## src/common/sample_pkg.sv

```systemverilog
// Converter sample types shared by the whole acquisition path
package sample_pkg;

    ////////////////////////////////////////////////////////////
    // Sample word
    ////////////////////////////////////////////////////////////

    localparam int SAMPLE_W = 12;                  // ADC resolution

    typedef logic [SAMPLE_W-1:0] sample_t;         // Unsigned, offset binary

    localparam sample_t SAMPLE_MAX = '1;           // Full scale code
    localparam sample_t SAMPLE_MIN = '0;           // Zero scale code

    ////////////////////////////////////////////////////////////
    // Strobed sample
    ////////////////////////////////////////////////////////////

    // One kept sample per strobe, value only valid with strobe high
    typedef struct packed {
        sample_t value;                            // Captured word
        logic    strobe;                           // One cycle per kept sample
    } sample_strobe_t;

    localparam sample_strobe_t SAMPLE_STROBE_IDLE = '{
        value:  SAMPLE_MIN,
        strobe: 1'b0
    };

endpackage

```

## src/common/scope_ctrl_pkg.sv

```systemverilog
// Trigger setup and capture status seen by software
package scope_ctrl_pkg;

    import sample_pkg::*;

    ////////////////////////////////////////////////////////////
    // Trigger configuration
    ////////////////////////////////////////////////////////////

    // Crossing direction
    typedef enum logic {
        TRIG_RISING  = 1'b0,                       // Below band, then above
        TRIG_FALLING = 1'b1                        // Above band, then below
    } trig_edge_e;

    // Held static by software while armed
    typedef struct packed {
        sample_t    level;                         // Centre of the band
        sample_t    hyst;                          // Half width of the band
        trig_edge_e edge_sel;                      // Polarity
    } trig_cfg_t;

    ////////////////////////////////////////////////////////////
    // Capture status
    ////////////////////////////////////////////////////////////

    typedef struct packed {
        logic armed;                               // Waiting for a crossing
        logic busy;                                // Record being filled
        logic done;                                // Record complete, stable
    } capture_status_t;

    localparam capture_status_t STATUS_IDLE = '{armed: 1'b0, busy: 1'b0, done: 1'b0};

endpackage

```

## src/capture/capture_buffer.sv

```systemverilog
`timescale 1ns/100ps

// Post-trigger record store with registered readout
module capture_buffer
    import sample_pkg::*;
    import scope_ctrl_pkg::*;
#(
    parameter int DEPTH = 64                       // Record length, power of two
) (
    input  logic                     clk,
    input  logic                     rst,
    input  sample_strobe_t           kept,
    input  logic                     trig_fire,
    input  logic                     trig_armed,
    input  logic                     arm,
    input  logic [$clog2(DEPTH)-1:0] rd_addr,
    output sample_t                  rd_data,
    output logic                     record_busy,
    output capture_status_t          status
);

    localparam int AW = $clog2(DEPTH);
    localparam logic [AW:0] FILL_LAST = (AW + 1)'(DEPTH - 1);

    sample_t mem [DEPTH];                          // Record memory, no reset

    logic [AW-1:0] wr_ptr;                         // Next address to write
    logic [AW:0]   fill_cnt;                       // Words written so far
    logic          busy;
    logic          done;
    logic          wr_en;
    logic [AW-1:0] wr_addr;
    logic          last_word;

    ////////////////////////////////////////////////////////////
    // Write side
    ////////////////////////////////////////////////////////////

    assign wr_en     = trig_fire | (busy & kept.strobe);
    assign wr_addr   = trig_fire ? '0 : wr_ptr;    // Firing sample lands at 0
    assign last_word = busy & kept.strobe & (fill_cnt == FILL_LAST);

    always_ff @(posedge clk) begin
        if (wr_en) begin
            mem[wr_addr] <= kept.value;
        end
    end

    // Pointer, fill count and flags
    always_ff @(posedge clk) begin
        if (rst) begin
            wr_ptr   <= '0;
            fill_cnt <= '0;
            busy     <= 1'b0;
            done     <= 1'b0;
        end else if (trig_fire) begin
            wr_ptr   <= AW'(1);
            fill_cnt <= (AW + 1)'(1);
            busy     <= (DEPTH > 1);               // Single word record ends at once
            done     <= (DEPTH == 1);
        end else if (busy && kept.strobe) begin
            wr_ptr   <= wr_ptr + 1'b1;
            fill_cnt <= fill_cnt + 1'b1;
            if (last_word) begin
                busy <= 1'b0;                      // Drop busy, raise done together
                done <= 1'b1;
            end
        end else if (arm && !busy) begin
            done <= 1'b0;                          // New arm discards the old record
        end
    end

    ////////////////////////////////////////////////////////////
    // Read side
    ////////////////////////////////////////////////////////////

    always_ff @(posedge clk) begin
        rd_data <= mem[rd_addr];                   // One cycle latency
    end

    assign record_busy = busy;

    assign status = '{armed: trig_armed, busy: busy, done: done};

endmodule

```

## src/source/sample_decimator.sv

```systemverilog
`timescale 1ns/100ps

// Keeps one converter word in every DECIM clocks
module sample_decimator
    import sample_pkg::*;
#(
    parameter int DECIM = 48                       // Clocks per kept sample
) (
    input  logic           clk,
    input  logic           rst,
    input  sample_t        adc_data,
    output sample_strobe_t kept
);

    localparam int CNT_W = (DECIM > 1) ? $clog2(DECIM) : 1;
    localparam logic [CNT_W-1:0] CNT_LAST = CNT_W'(DECIM - 1);

    logic [CNT_W-1:0] div_cnt;                     // 0 .. DECIM-1
    logic             div_wrap;
    logic             strobe_q;
    sample_t          value_q;                     // Payload, no reset

    assign div_wrap = (div_cnt == CNT_LAST);       // Last clock of the period

    ////////////////////////////////////////////////////////////
    // Clock divider
    ////////////////////////////////////////////////////////////

    always_ff @(posedge clk) begin
        if (rst) begin
            div_cnt  <= '0;
            strobe_q <= 1'b0;
        end else begin
            div_cnt  <= div_wrap ? '0 : div_cnt + 1'b1;
            strobe_q <= div_wrap;                  // High for one cycle
        end
    end

    // Sample register, loads on the same edge that raises the strobe
    always_ff @(posedge clk) begin
        if (div_wrap) begin
            value_q <= adc_data;
        end
    end

    assign kept = '{value: value_q, strobe: strobe_q};

endmodule

```

## src/source/scope_top.sv

```systemverilog
`timescale 1ns/100ps

// Acquisition path: decimator, level trigger, capture store
module scope_top
    import sample_pkg::*;
    import scope_ctrl_pkg::*;
#(
    parameter int DECIM = 48,                      // Clocks per kept sample
    parameter int DEPTH = 64                       // Samples per record
) (
    input  logic                     clk,
    input  logic                     rst,
    input  sample_t                  adc_data,
    input  trig_cfg_t                trig_cfg,
    input  logic                     arm,
    input  logic [$clog2(DEPTH)-1:0] rd_addr,
    output sample_t                  rd_data,
    output capture_status_t          status
);

    sample_strobe_t kept;                          // Decimated stream
    logic           trig_fire;                     // One cycle, firing sample
    logic           trig_armed;
    logic           record_busy;                   // Blocks re-arm during capture

    ////////////////////////////////////////////////////////////
    // Decimation
    ////////////////////////////////////////////////////////////

    sample_decimator #(
        .DECIM (DECIM)
    ) u_decimator (
        .clk      (clk),
        .rst      (rst),
        .adc_data (adc_data),
        .kept     (kept)
    );

    ////////////////////////////////////////////////////////////
    // Trigger
    ////////////////////////////////////////////////////////////

    level_trigger u_trigger (
        .clk         (clk),
        .rst         (rst),
        .kept        (kept),
        .cfg         (trig_cfg),
        .arm         (arm),
        .record_busy (record_busy),
        .trig_fire   (trig_fire),
        .trig_armed  (trig_armed)
    );

    ////////////////////////////////////////////////////////////
    // Capture and readout
    ////////////////////////////////////////////////////////////

    capture_buffer #(
        .DEPTH (DEPTH)
    ) u_capture (
        .clk         (clk),
        .rst         (rst),
        .kept        (kept),
        .trig_fire   (trig_fire),
        .trig_armed  (trig_armed),
        .arm         (arm),
        .rd_addr     (rd_addr),
        .rd_data     (rd_data),
        .record_busy (record_busy),
        .status      (status)
    );

endmodule

```

## src/trigger/level_trigger.sv

```systemverilog
`timescale 1ns/100ps

// Level trigger with hysteresis on the kept sample stream
module level_trigger
    import sample_pkg::*;
    import scope_ctrl_pkg::*;
(
    input  logic           clk,
    input  logic           rst,
    input  sample_strobe_t kept,
    input  trig_cfg_t      cfg,
    input  logic           arm,
    input  logic           record_busy,
    output logic           trig_fire,
    output logic           trig_armed
);

    logic [SAMPLE_W:0] upper_sum;                  // One spare bit for carry
    sample_t           upper_thr;                  // level + hyst, saturated
    sample_t           lower_thr;                  // level - hyst, saturated
    logic              at_or_above;
    logic              at_or_below;
    logic              opp_hit;                    // Sample on the far side
    logic              fire_hit;                   // Sample past the band
    logic              armed;
    logic              seen_opposite;
    logic              arm_ok;

    ////////////////////////////////////////////////////////////
    // Thresholds
    ////////////////////////////////////////////////////////////

    always_comb begin
        upper_sum = {1'b0, cfg.level} + {1'b0, cfg.hyst};
        upper_thr = upper_sum[SAMPLE_W] ? SAMPLE_MAX : upper_sum[SAMPLE_W-1:0];
        lower_thr = (cfg.level >= cfg.hyst) ? cfg.level - cfg.hyst : SAMPLE_MIN;
    end

    assign at_or_above = (kept.value >= upper_thr);
    assign at_or_below = (kept.value <= lower_thr);

    // Polarity just swaps which side arms and which side fires
    always_comb begin
        if (cfg.edge_sel == TRIG_RISING) begin
            opp_hit  = at_or_below;
            fire_hit = at_or_above;
        end else begin
            opp_hit  = at_or_above;
            fire_hit = at_or_below;
        end
    end

    ////////////////////////////////////////////////////////////
    // Arming flags
    ////////////////////////////////////////////////////////////

    // Same cycle as the strobe of the firing sample
    assign trig_fire = kept.strobe & armed & seen_opposite & fire_hit & ~record_busy;

    assign arm_ok = arm & ~record_busy & ~trig_fire; // Arm during capture is dropped

    always_ff @(posedge clk) begin
        if (rst) begin
            armed         <= 1'b0;
            seen_opposite <= 1'b0;
        end else if (trig_fire) begin
            armed         <= 1'b0;                 // One shot
            seen_opposite <= 1'b0;
        end else if (arm_ok) begin
            armed         <= 1'b1;
            seen_opposite <= 1'b0;                 // Must see far side again
        end else if (kept.strobe && armed && opp_hit) begin
            seen_opposite <= 1'b1;
        end
    end

    assign trig_armed = armed;

endmodule
```

## config.mk

```make
export PLATFORM = sky130hd
export DESIGN_NAME = scope_top
export DESIGN_NICKNAME = d
export VERILOG_FILES = /design/src/common/sample_pkg.sv /design/src/common/scope_ctrl_pkg.sv /design/src/capture/capture_buffer.sv /design/src/source/sample_decimator.sv /design/src/source/scope_top.sv /design/src/trigger/level_trigger.sv
export SDC_FILE = /design/constraint.sdc
export NUM_CORES = 1
export LEC_CHECK = 0
export ABC_AREA = 1
export BUFFER_PORTS_ARGS = -buffer_cell sky130_fd_sc_hd__buf_4
export CAP_MARGIN = 5
export CELL_PAD_IN_SITES_DETAIL_PLACEMENT = 1
export CELL_PAD_IN_SITES_GLOBAL_PLACEMENT = 1
export CORE_MARGIN = 2
export CORE_UTILIZATION = 55
export DETAILED_ROUTE_END_ITERATION = 10
export HOLD_SLACK_MARGIN = 0.02
export PLACE_DENSITY_LB_ADDON = 0.12
export SYNTH_ARGS = -nofsm -noshare
export SYNTH_HDL_FRONTEND = slang
export SYNTH_HIERARCHICAL = 1
export SYNTH_SLANG_ARGS = --single-unit
```

## constraint.sdc

```tcl
create_clock -name clk -period 17.3 [get_ports clk]
set_clock_uncertainty 0.1 [all_clocks]
set_input_delay 5.19 -clock clk [delete_from_list [all_inputs] [get_ports clk]]
set_output_delay 5.19 -clock clk [all_outputs]
set_load 0.02 [all_outputs]
```

; ---- After elaboration in Yosys (flattened, before gate mapping)
; Memories as Yosys holds them, arrays and structs flattened. A register that Yosys moved wholly into a read port is not among the register bits.
; Cells that the tools add are included.
[word_totals]
word_cells = 64
latch_bits = 0
regBits = 36
input_bits = 46
memories = 1
mem_bits_ro = 0
ramBits = 768
[op_classes]
addsub = 5
magnitude_cmp = 3
shifts = 0
bitwise_logic = 11
n_mux = 17
n_eq_ne = 3
n_div = 0
reduce_logical = 13
n_mul = 0
[memory_table]
columns = memory, words, word_bits, read_ports, rd_clocked_by_memory_dff, write_ports, line_no
row1 = u_capture.mem, 64, 12, 1, 1, 1, capture_buffer.sv:25  ; sample_t mem [DEPTH];
[op_table]
columns = operator, n
row1 = 12-bit >= comparator, 2
row2 = 12-bit two-way mux, 2
row3 = 1-bit two-way mux, 14
row4 = 12-bit by 12-bit adder with 13-bit output, 1
row5 = "6-bit by 1-bit adder with 6-bit output, second input constant", 2
row6 = 12-bit <= comparator, 1
row7 = 12-bit subtractor, 1
row8 = 1-bit bitwise AND, 8
row9 = "7-bit by 1-bit adder with 7-bit output, second input constant", 1
row10 = "7-bit by 6-bit == test with 1-bit output, second input constant", 1
row11 = "6-bit == test, second input constant", 1
row12 = 6-bit two-way mux, 1
row13 = 2-bit nonzero test, 3
row14 = 1-bit logical AND, 4
row15 = 2-bit AND reduction, 2
row16 = 2-bit OR reduction, 2
row17 = 3-bit OR reduction, 1
row18 = "2-bit by 1-bit != test with 1-bit output, second input constant", 1
row19 = 1-bit NOT, 2
row20 = 1-bit zero test, 1
row21 = 1-bit bitwise OR, 1

; ---- Logic depth before layout (Yosys ltp)
[depth]
word_depth = 9
mapped_depth = 27
depth_no_buf = 26

; ---- Hierarchy
; Netlist, hierarchy kept.
[modules_own_cells]
columns = module, seq_area_each_um2, n_inst, cells_per_inst, area_per_inst_um2
row1 = capture_buffer, 23602.6, 1, 2762, 32349.8
row2 = level_trigger, 40.0, 1, 332, 2105.8
row3 = sample_decimator, 500.5, 1, 47, 661.9

; ---- Worst setup path after synthesis
; Ideal clock, no wire load.
[synth_path]
path_kind = input -> register
from = in trig_cfg[13] in the netlist's numbering
to = mem u_capture/mem[53][0] in the netlist's numbering, enable pin
n_path_buf = 2
cell_stages = 24
setup_time_ns = 0.396
arrival_time_ns = 8.884
required_ns = 16.804
path_slack_ns = 7.919
cell_sequence = inv_1 > ha_1 > fa_1 > inv_1 > nand3_1 > nand2_1 > nand3_1 > nand4_2 > buf_12 > nand3_2 > ha_1 > nand2_1 > inv_1 > nand2_1 > nor2_1 > nand2_1 > nand3_1 > nand3_1 > nand3_1 > inv_1 > buf_2 > nor2_1 > inv_1 > nor3_1
[synth_via]
elab_chain_cells = 9
elab_cells_between_ends = 14
[synth_lines]
columns = item, line_no
row1 = "start, declared", scope_top.sv:14  ; input trig_cfg_t trig_cfg,
row2 = "12-bit by 12-bit adder with 13-bit output, or another cell as far along", level_trigger.sv:34  ; upper_sum = {1'b0, cfg.level} + {1'b0, cfg.hyst};
row3 = "12-bit two-way mux, on equally long branches", "level_trigger.sv:35, level_trigger.sv:36"
row4 = 12-bit >= comparator or 12-bit <= comparator (tied branches), "level_trigger.sv:39, level_trigger.sv:40"
row5 = 1-bit two-way mux (*), level_trigger.sv:44  ; if (cfg.edge_sel == TRIG_RISING) begin
row6 = 1-bit bitwise AND (*) (2 in series), level_trigger.sv:58  ; assign trig_fire = kept.strobe & armed & seen_opposite & fire_hit & ~record_busy;
row7 = named net trig_fire, scope_top.sv:22  ; logic trig_fire;
row8 = 1-bit bitwise OR, capture_buffer.sv:39  ; assign wr_en = trig_fire | (busy & kept.strobe);
row9 = 1-bit two-way mux, capture_buffer.sv:44  ; if (wr_en) begin
row10 = 1-bit two-way mux (implied by the code), capture_buffer.sv:45  ; mem[wr_addr] <= kept.value;
row11 = "end, declared", capture_buffer.sv:25
; The timed path passes the listed nets; every way through them passes the cells marked *.

; ---- Worst setup path after layout
[layout_path]
from = in trig_cfg[12] in the netlist's numbering
to = mem u_capture/mem[28][11] in the netlist's numbering, enable pin
; The elaborated chain is that of the path after synthesis.

==> out/qor.csv <==
stage,metric,value,unit
run_status,status,completed,
logic_synthesis,syn_avg_cell_area,11.2,sq um
final_layout,seqCellArea,24100,sq um
place,gp_congestion,0.886,
final_layout,drive_gt1_share,8.05,%
sta,slew_headroom,15.1,%
setup_path,startpoint_type,primary input,
logic_synthesis,syn_inst,3141,
global_routing,grt_max_degree,217,
global_routing,grt_overflow,0,
pwr,irDropWorstVdd,0.0839,mV
sta,setup_viol,0,
final_layout,fillerInstances,6579,
logic_synthesis,netlist_area,35100,sq um
drt,drcViolationCount,0,
clocking,path_clk_slew,0.06,ns
place,placement.io_buffers,60,
global_routing,grtUsageTotal,32.1,%
sta,whs,0.360,ns
setup_path,arrival,10.62,ns
clocking,clock_sinks,816,
clocking,root_buffer,clkbuf_16,
final_layout,fin_util,61.0,%
clocking,htreeDepth,3,
place,dp_hpwl,63800,microns
floorplan,rows,92,
final_layout,layout.cells.non_filler,4065,
setup_path,timing.critical_path.mode_cell,inv_1,
sta,finalCritPeriodShare,60.6,%
drt,wl,106000,microns
sta,fmax,95.4,MHz
floorplan,design.core.area,63100,sq um
clocking,cts_buffers,85,
logic_synthesis,syn-num-nets,3240,
logic_synthesis,ys_seq_area_share,68.7,%
drt,wl_per_cell,26.0,microns
setup_path,critPathKind,in -> reg,
floorplan,io_pins,61,
pwr,power,4.21,mW
logic_synthesis,yosys-top-cells-area,"edfxtp_1 (67%), nand2_1 (12%), nand3_1 (9.6%)",
logic_synthesis,synth.distinct_cells,51,
place,dpl_worst_slack,6.29,ns
setup_path,cp_slowest_cell,nor2_1,
floorplan,die_h,257,microns
sta,fin_tns_setup,0,ns
place,dp.cells,3912,
setup_path,cp_max_fo,12,
pwr,powerDensity,109,nW/um^2
floorplan,die-area,65900,sq um
global_routing,antenna_found_initial,2,
logic_synthesis,yosys_warnings,6,
min_path,min_path_type,reg -> reg,
final_layout,multi_input_area,9490,sq um
sta,rsz0062_at_grt,no,
setup_path,cp_cell_sequence,buf_4 -> inv_1 -> ha_1 -> inv_2 -> o21bai_1 -> a31oi_1 -> nand4_2 -> and2_2 -> ha_1 -> nand2_1 -> nor3_1 -> nand2_1 -> nand3_1 -> nand3_1 -> inv_1 -> nor2_1 -> inv_1 -> nand4_1 -> nor2_1,
clocking,clk_path_buf_depth,3,
clocking,cts_setup_buffers,0,
drt,drt_pass1_iterations,6,
setup_path,cp_slowest_stage_delay,1.31,ns
run,drv_cap,0,
setup_path,endpoint_kind,flip-flop,
place,dpl_cell_area,35800,sq um
sta,tightest_slew,1.27,ns
clocking,ctsResizeCount,0,
drt,drt_iter0_markers,2616,
final_layout,areaGrowthSynthToFinish,9.66,%
setup_path,cp.required,17.44,ns
final_layout,fin_area,38500,sq um
logic_synthesis,yosysTopAreaCell,edfxtp_1,
sta,fin_ws,6.82,ns
drt,drtAntennaViolNets,0,
sta,timing.final.crit_period,10.48,ns
logic_synthesis,ys_ff_latch,816,
clocking,clk_latency,0.65,ns
pwr,power_leakage,14.2,nW
global_routing,grt_pass1_wl,159000,microns
drt,num_vias,24800,
drt,viasPerCell,6.10,
floorplan,die_w,257,microns
clocking,cts_tree,yes,
sta,drv_slew,0,
sta,hold_viol_final,0,
logic_synthesis,synthDominantCellAreaShare,66.7,%
clocking,cts_hold_buf,0,
final_layout,final_nets,3254,
global_routing,grt_pass1_vias,25900,
floorplan,initial_utilization,55.7,%
sequential cells by signal (all words and copies together) (netlist names):
| register | cells |
|---|---|
| u_capture/done | 1 |
| u_capture/record_busy | 1 |
| u_capture/fill_cnt | 7 |
| u_decimator/div_cnt | 6 |
| u_capture/mem | 768 |
| u_decimator/value_q | 12 |
| u_trigger/trig_armed | 1 |
| u_decimator/strobe_q | 1 |
| u_trigger/seen_opposite | 1 |
| u_capture/rd_data | 12 |
| u_capture/wr_ptr | 6 |
Yosys cell counts, drive strengths merged:
cell type,number
nand2,1080
edfxtp,780
nand3,689
buf,150
nor2,110
inv,90
ha,51
a21oi,37
dfxtp,36
clkbuf,25
nor3,24
o21ai,16
xor2,10
nand4,9
or2,7
a31oi,5
a21o,4
o21bai,3
fa,2
nand3b,2
a211oi,1
a21boi,1
a221oi,1
and2,1
and3,1
clkinv,1
nor3b,1
nor4,1
o211ai,1
o21a,1
xnor2,1
critical path, delay by kind of cell:
kind	cells	cell delay, ns
simple gates	10	3.65
compound gates	2	0.35
fa+ha+maj	2	0.64
buf+inv	5	0.78
power by group:
part	switching (mW)	internal [mW]
logic	0.204	0.0839
registers	0.00266	2.13
clock network	0.749	1.03
final timing paths:
kind | startpoint | to | slack [ns] | depth (start not counted)
max | trig_cfg[12] | u_capture/mem[28][11] | 6.82 | 19
min | u_capture/fill_cnt[6] | u_capture/fill_cnt[6] | 0.36 | 2
max reg2reg | u_decimator/value_q[7] | u_capture/mem[28][11] | 11.91 | 15
min reg2reg | u_capture/fill_cnt[6] | u_capture/fill_cnt[6] | 0.36 | 2
cells by family (layout without fill, tap and decap cells):
kind of cell,Yosys count,after routing,synth area share (%)
compound gates,70,70,1.25
xor+xnor,11,11,0.274
fa+ha+maj,53,53,1.93
buf+inv,266,343,4.22
flops,816,816,68.7
other cells,0,1,0
simple gates,1925,1925,23.6
layout by cell type, fill, tap and decap left out, drive strengths merged:
cell and instances:
and2 1, nand4 9, a221oi 1, clkinvlp 1, clkinv 18, inv 93, bufinv 5, o21bai 3
xnor2 1, nor3b 1, a211oi 1, nand3 689, buf 102, a21o 4, dfxtp 36, and3 1
nor4 1, edfxtp 780, nor3 24, a21boi 1, o211ai 1, fa 2, o21a 1, nand2 1080
nor2 110, nand3b 2, diode 1, a31oi 5, a21oi 37, clkbuf 124, or2 7, ha 51
xor2 10, o21ai 16
per-layer routing:
layer / up-vias / GRT usage (%) / wire, microns
met5: - / 0 / 26
li1: 10900 / - / -
met3: 235 / 4.72 / 7720
met4: 4 / 14.6 / 4820
met1: 12600 / 42.0 / 41400
met2: 1073 / 53.5 / 51900
final cells by class:
class / count / share of cell area (%)
sequential: 816 / 62.7
multi-input combinational: 2059 / 24.6
clock buffer: 124 / 6.22
tap: 846 / 2.75
timing repair buffer: 102 / 2.04
inverter: 91 / 0.933
clock inverter: 26 / 0.708
antenna: 1 / 0.00650
Note: power is estimated with default switching activity, not from simulation.
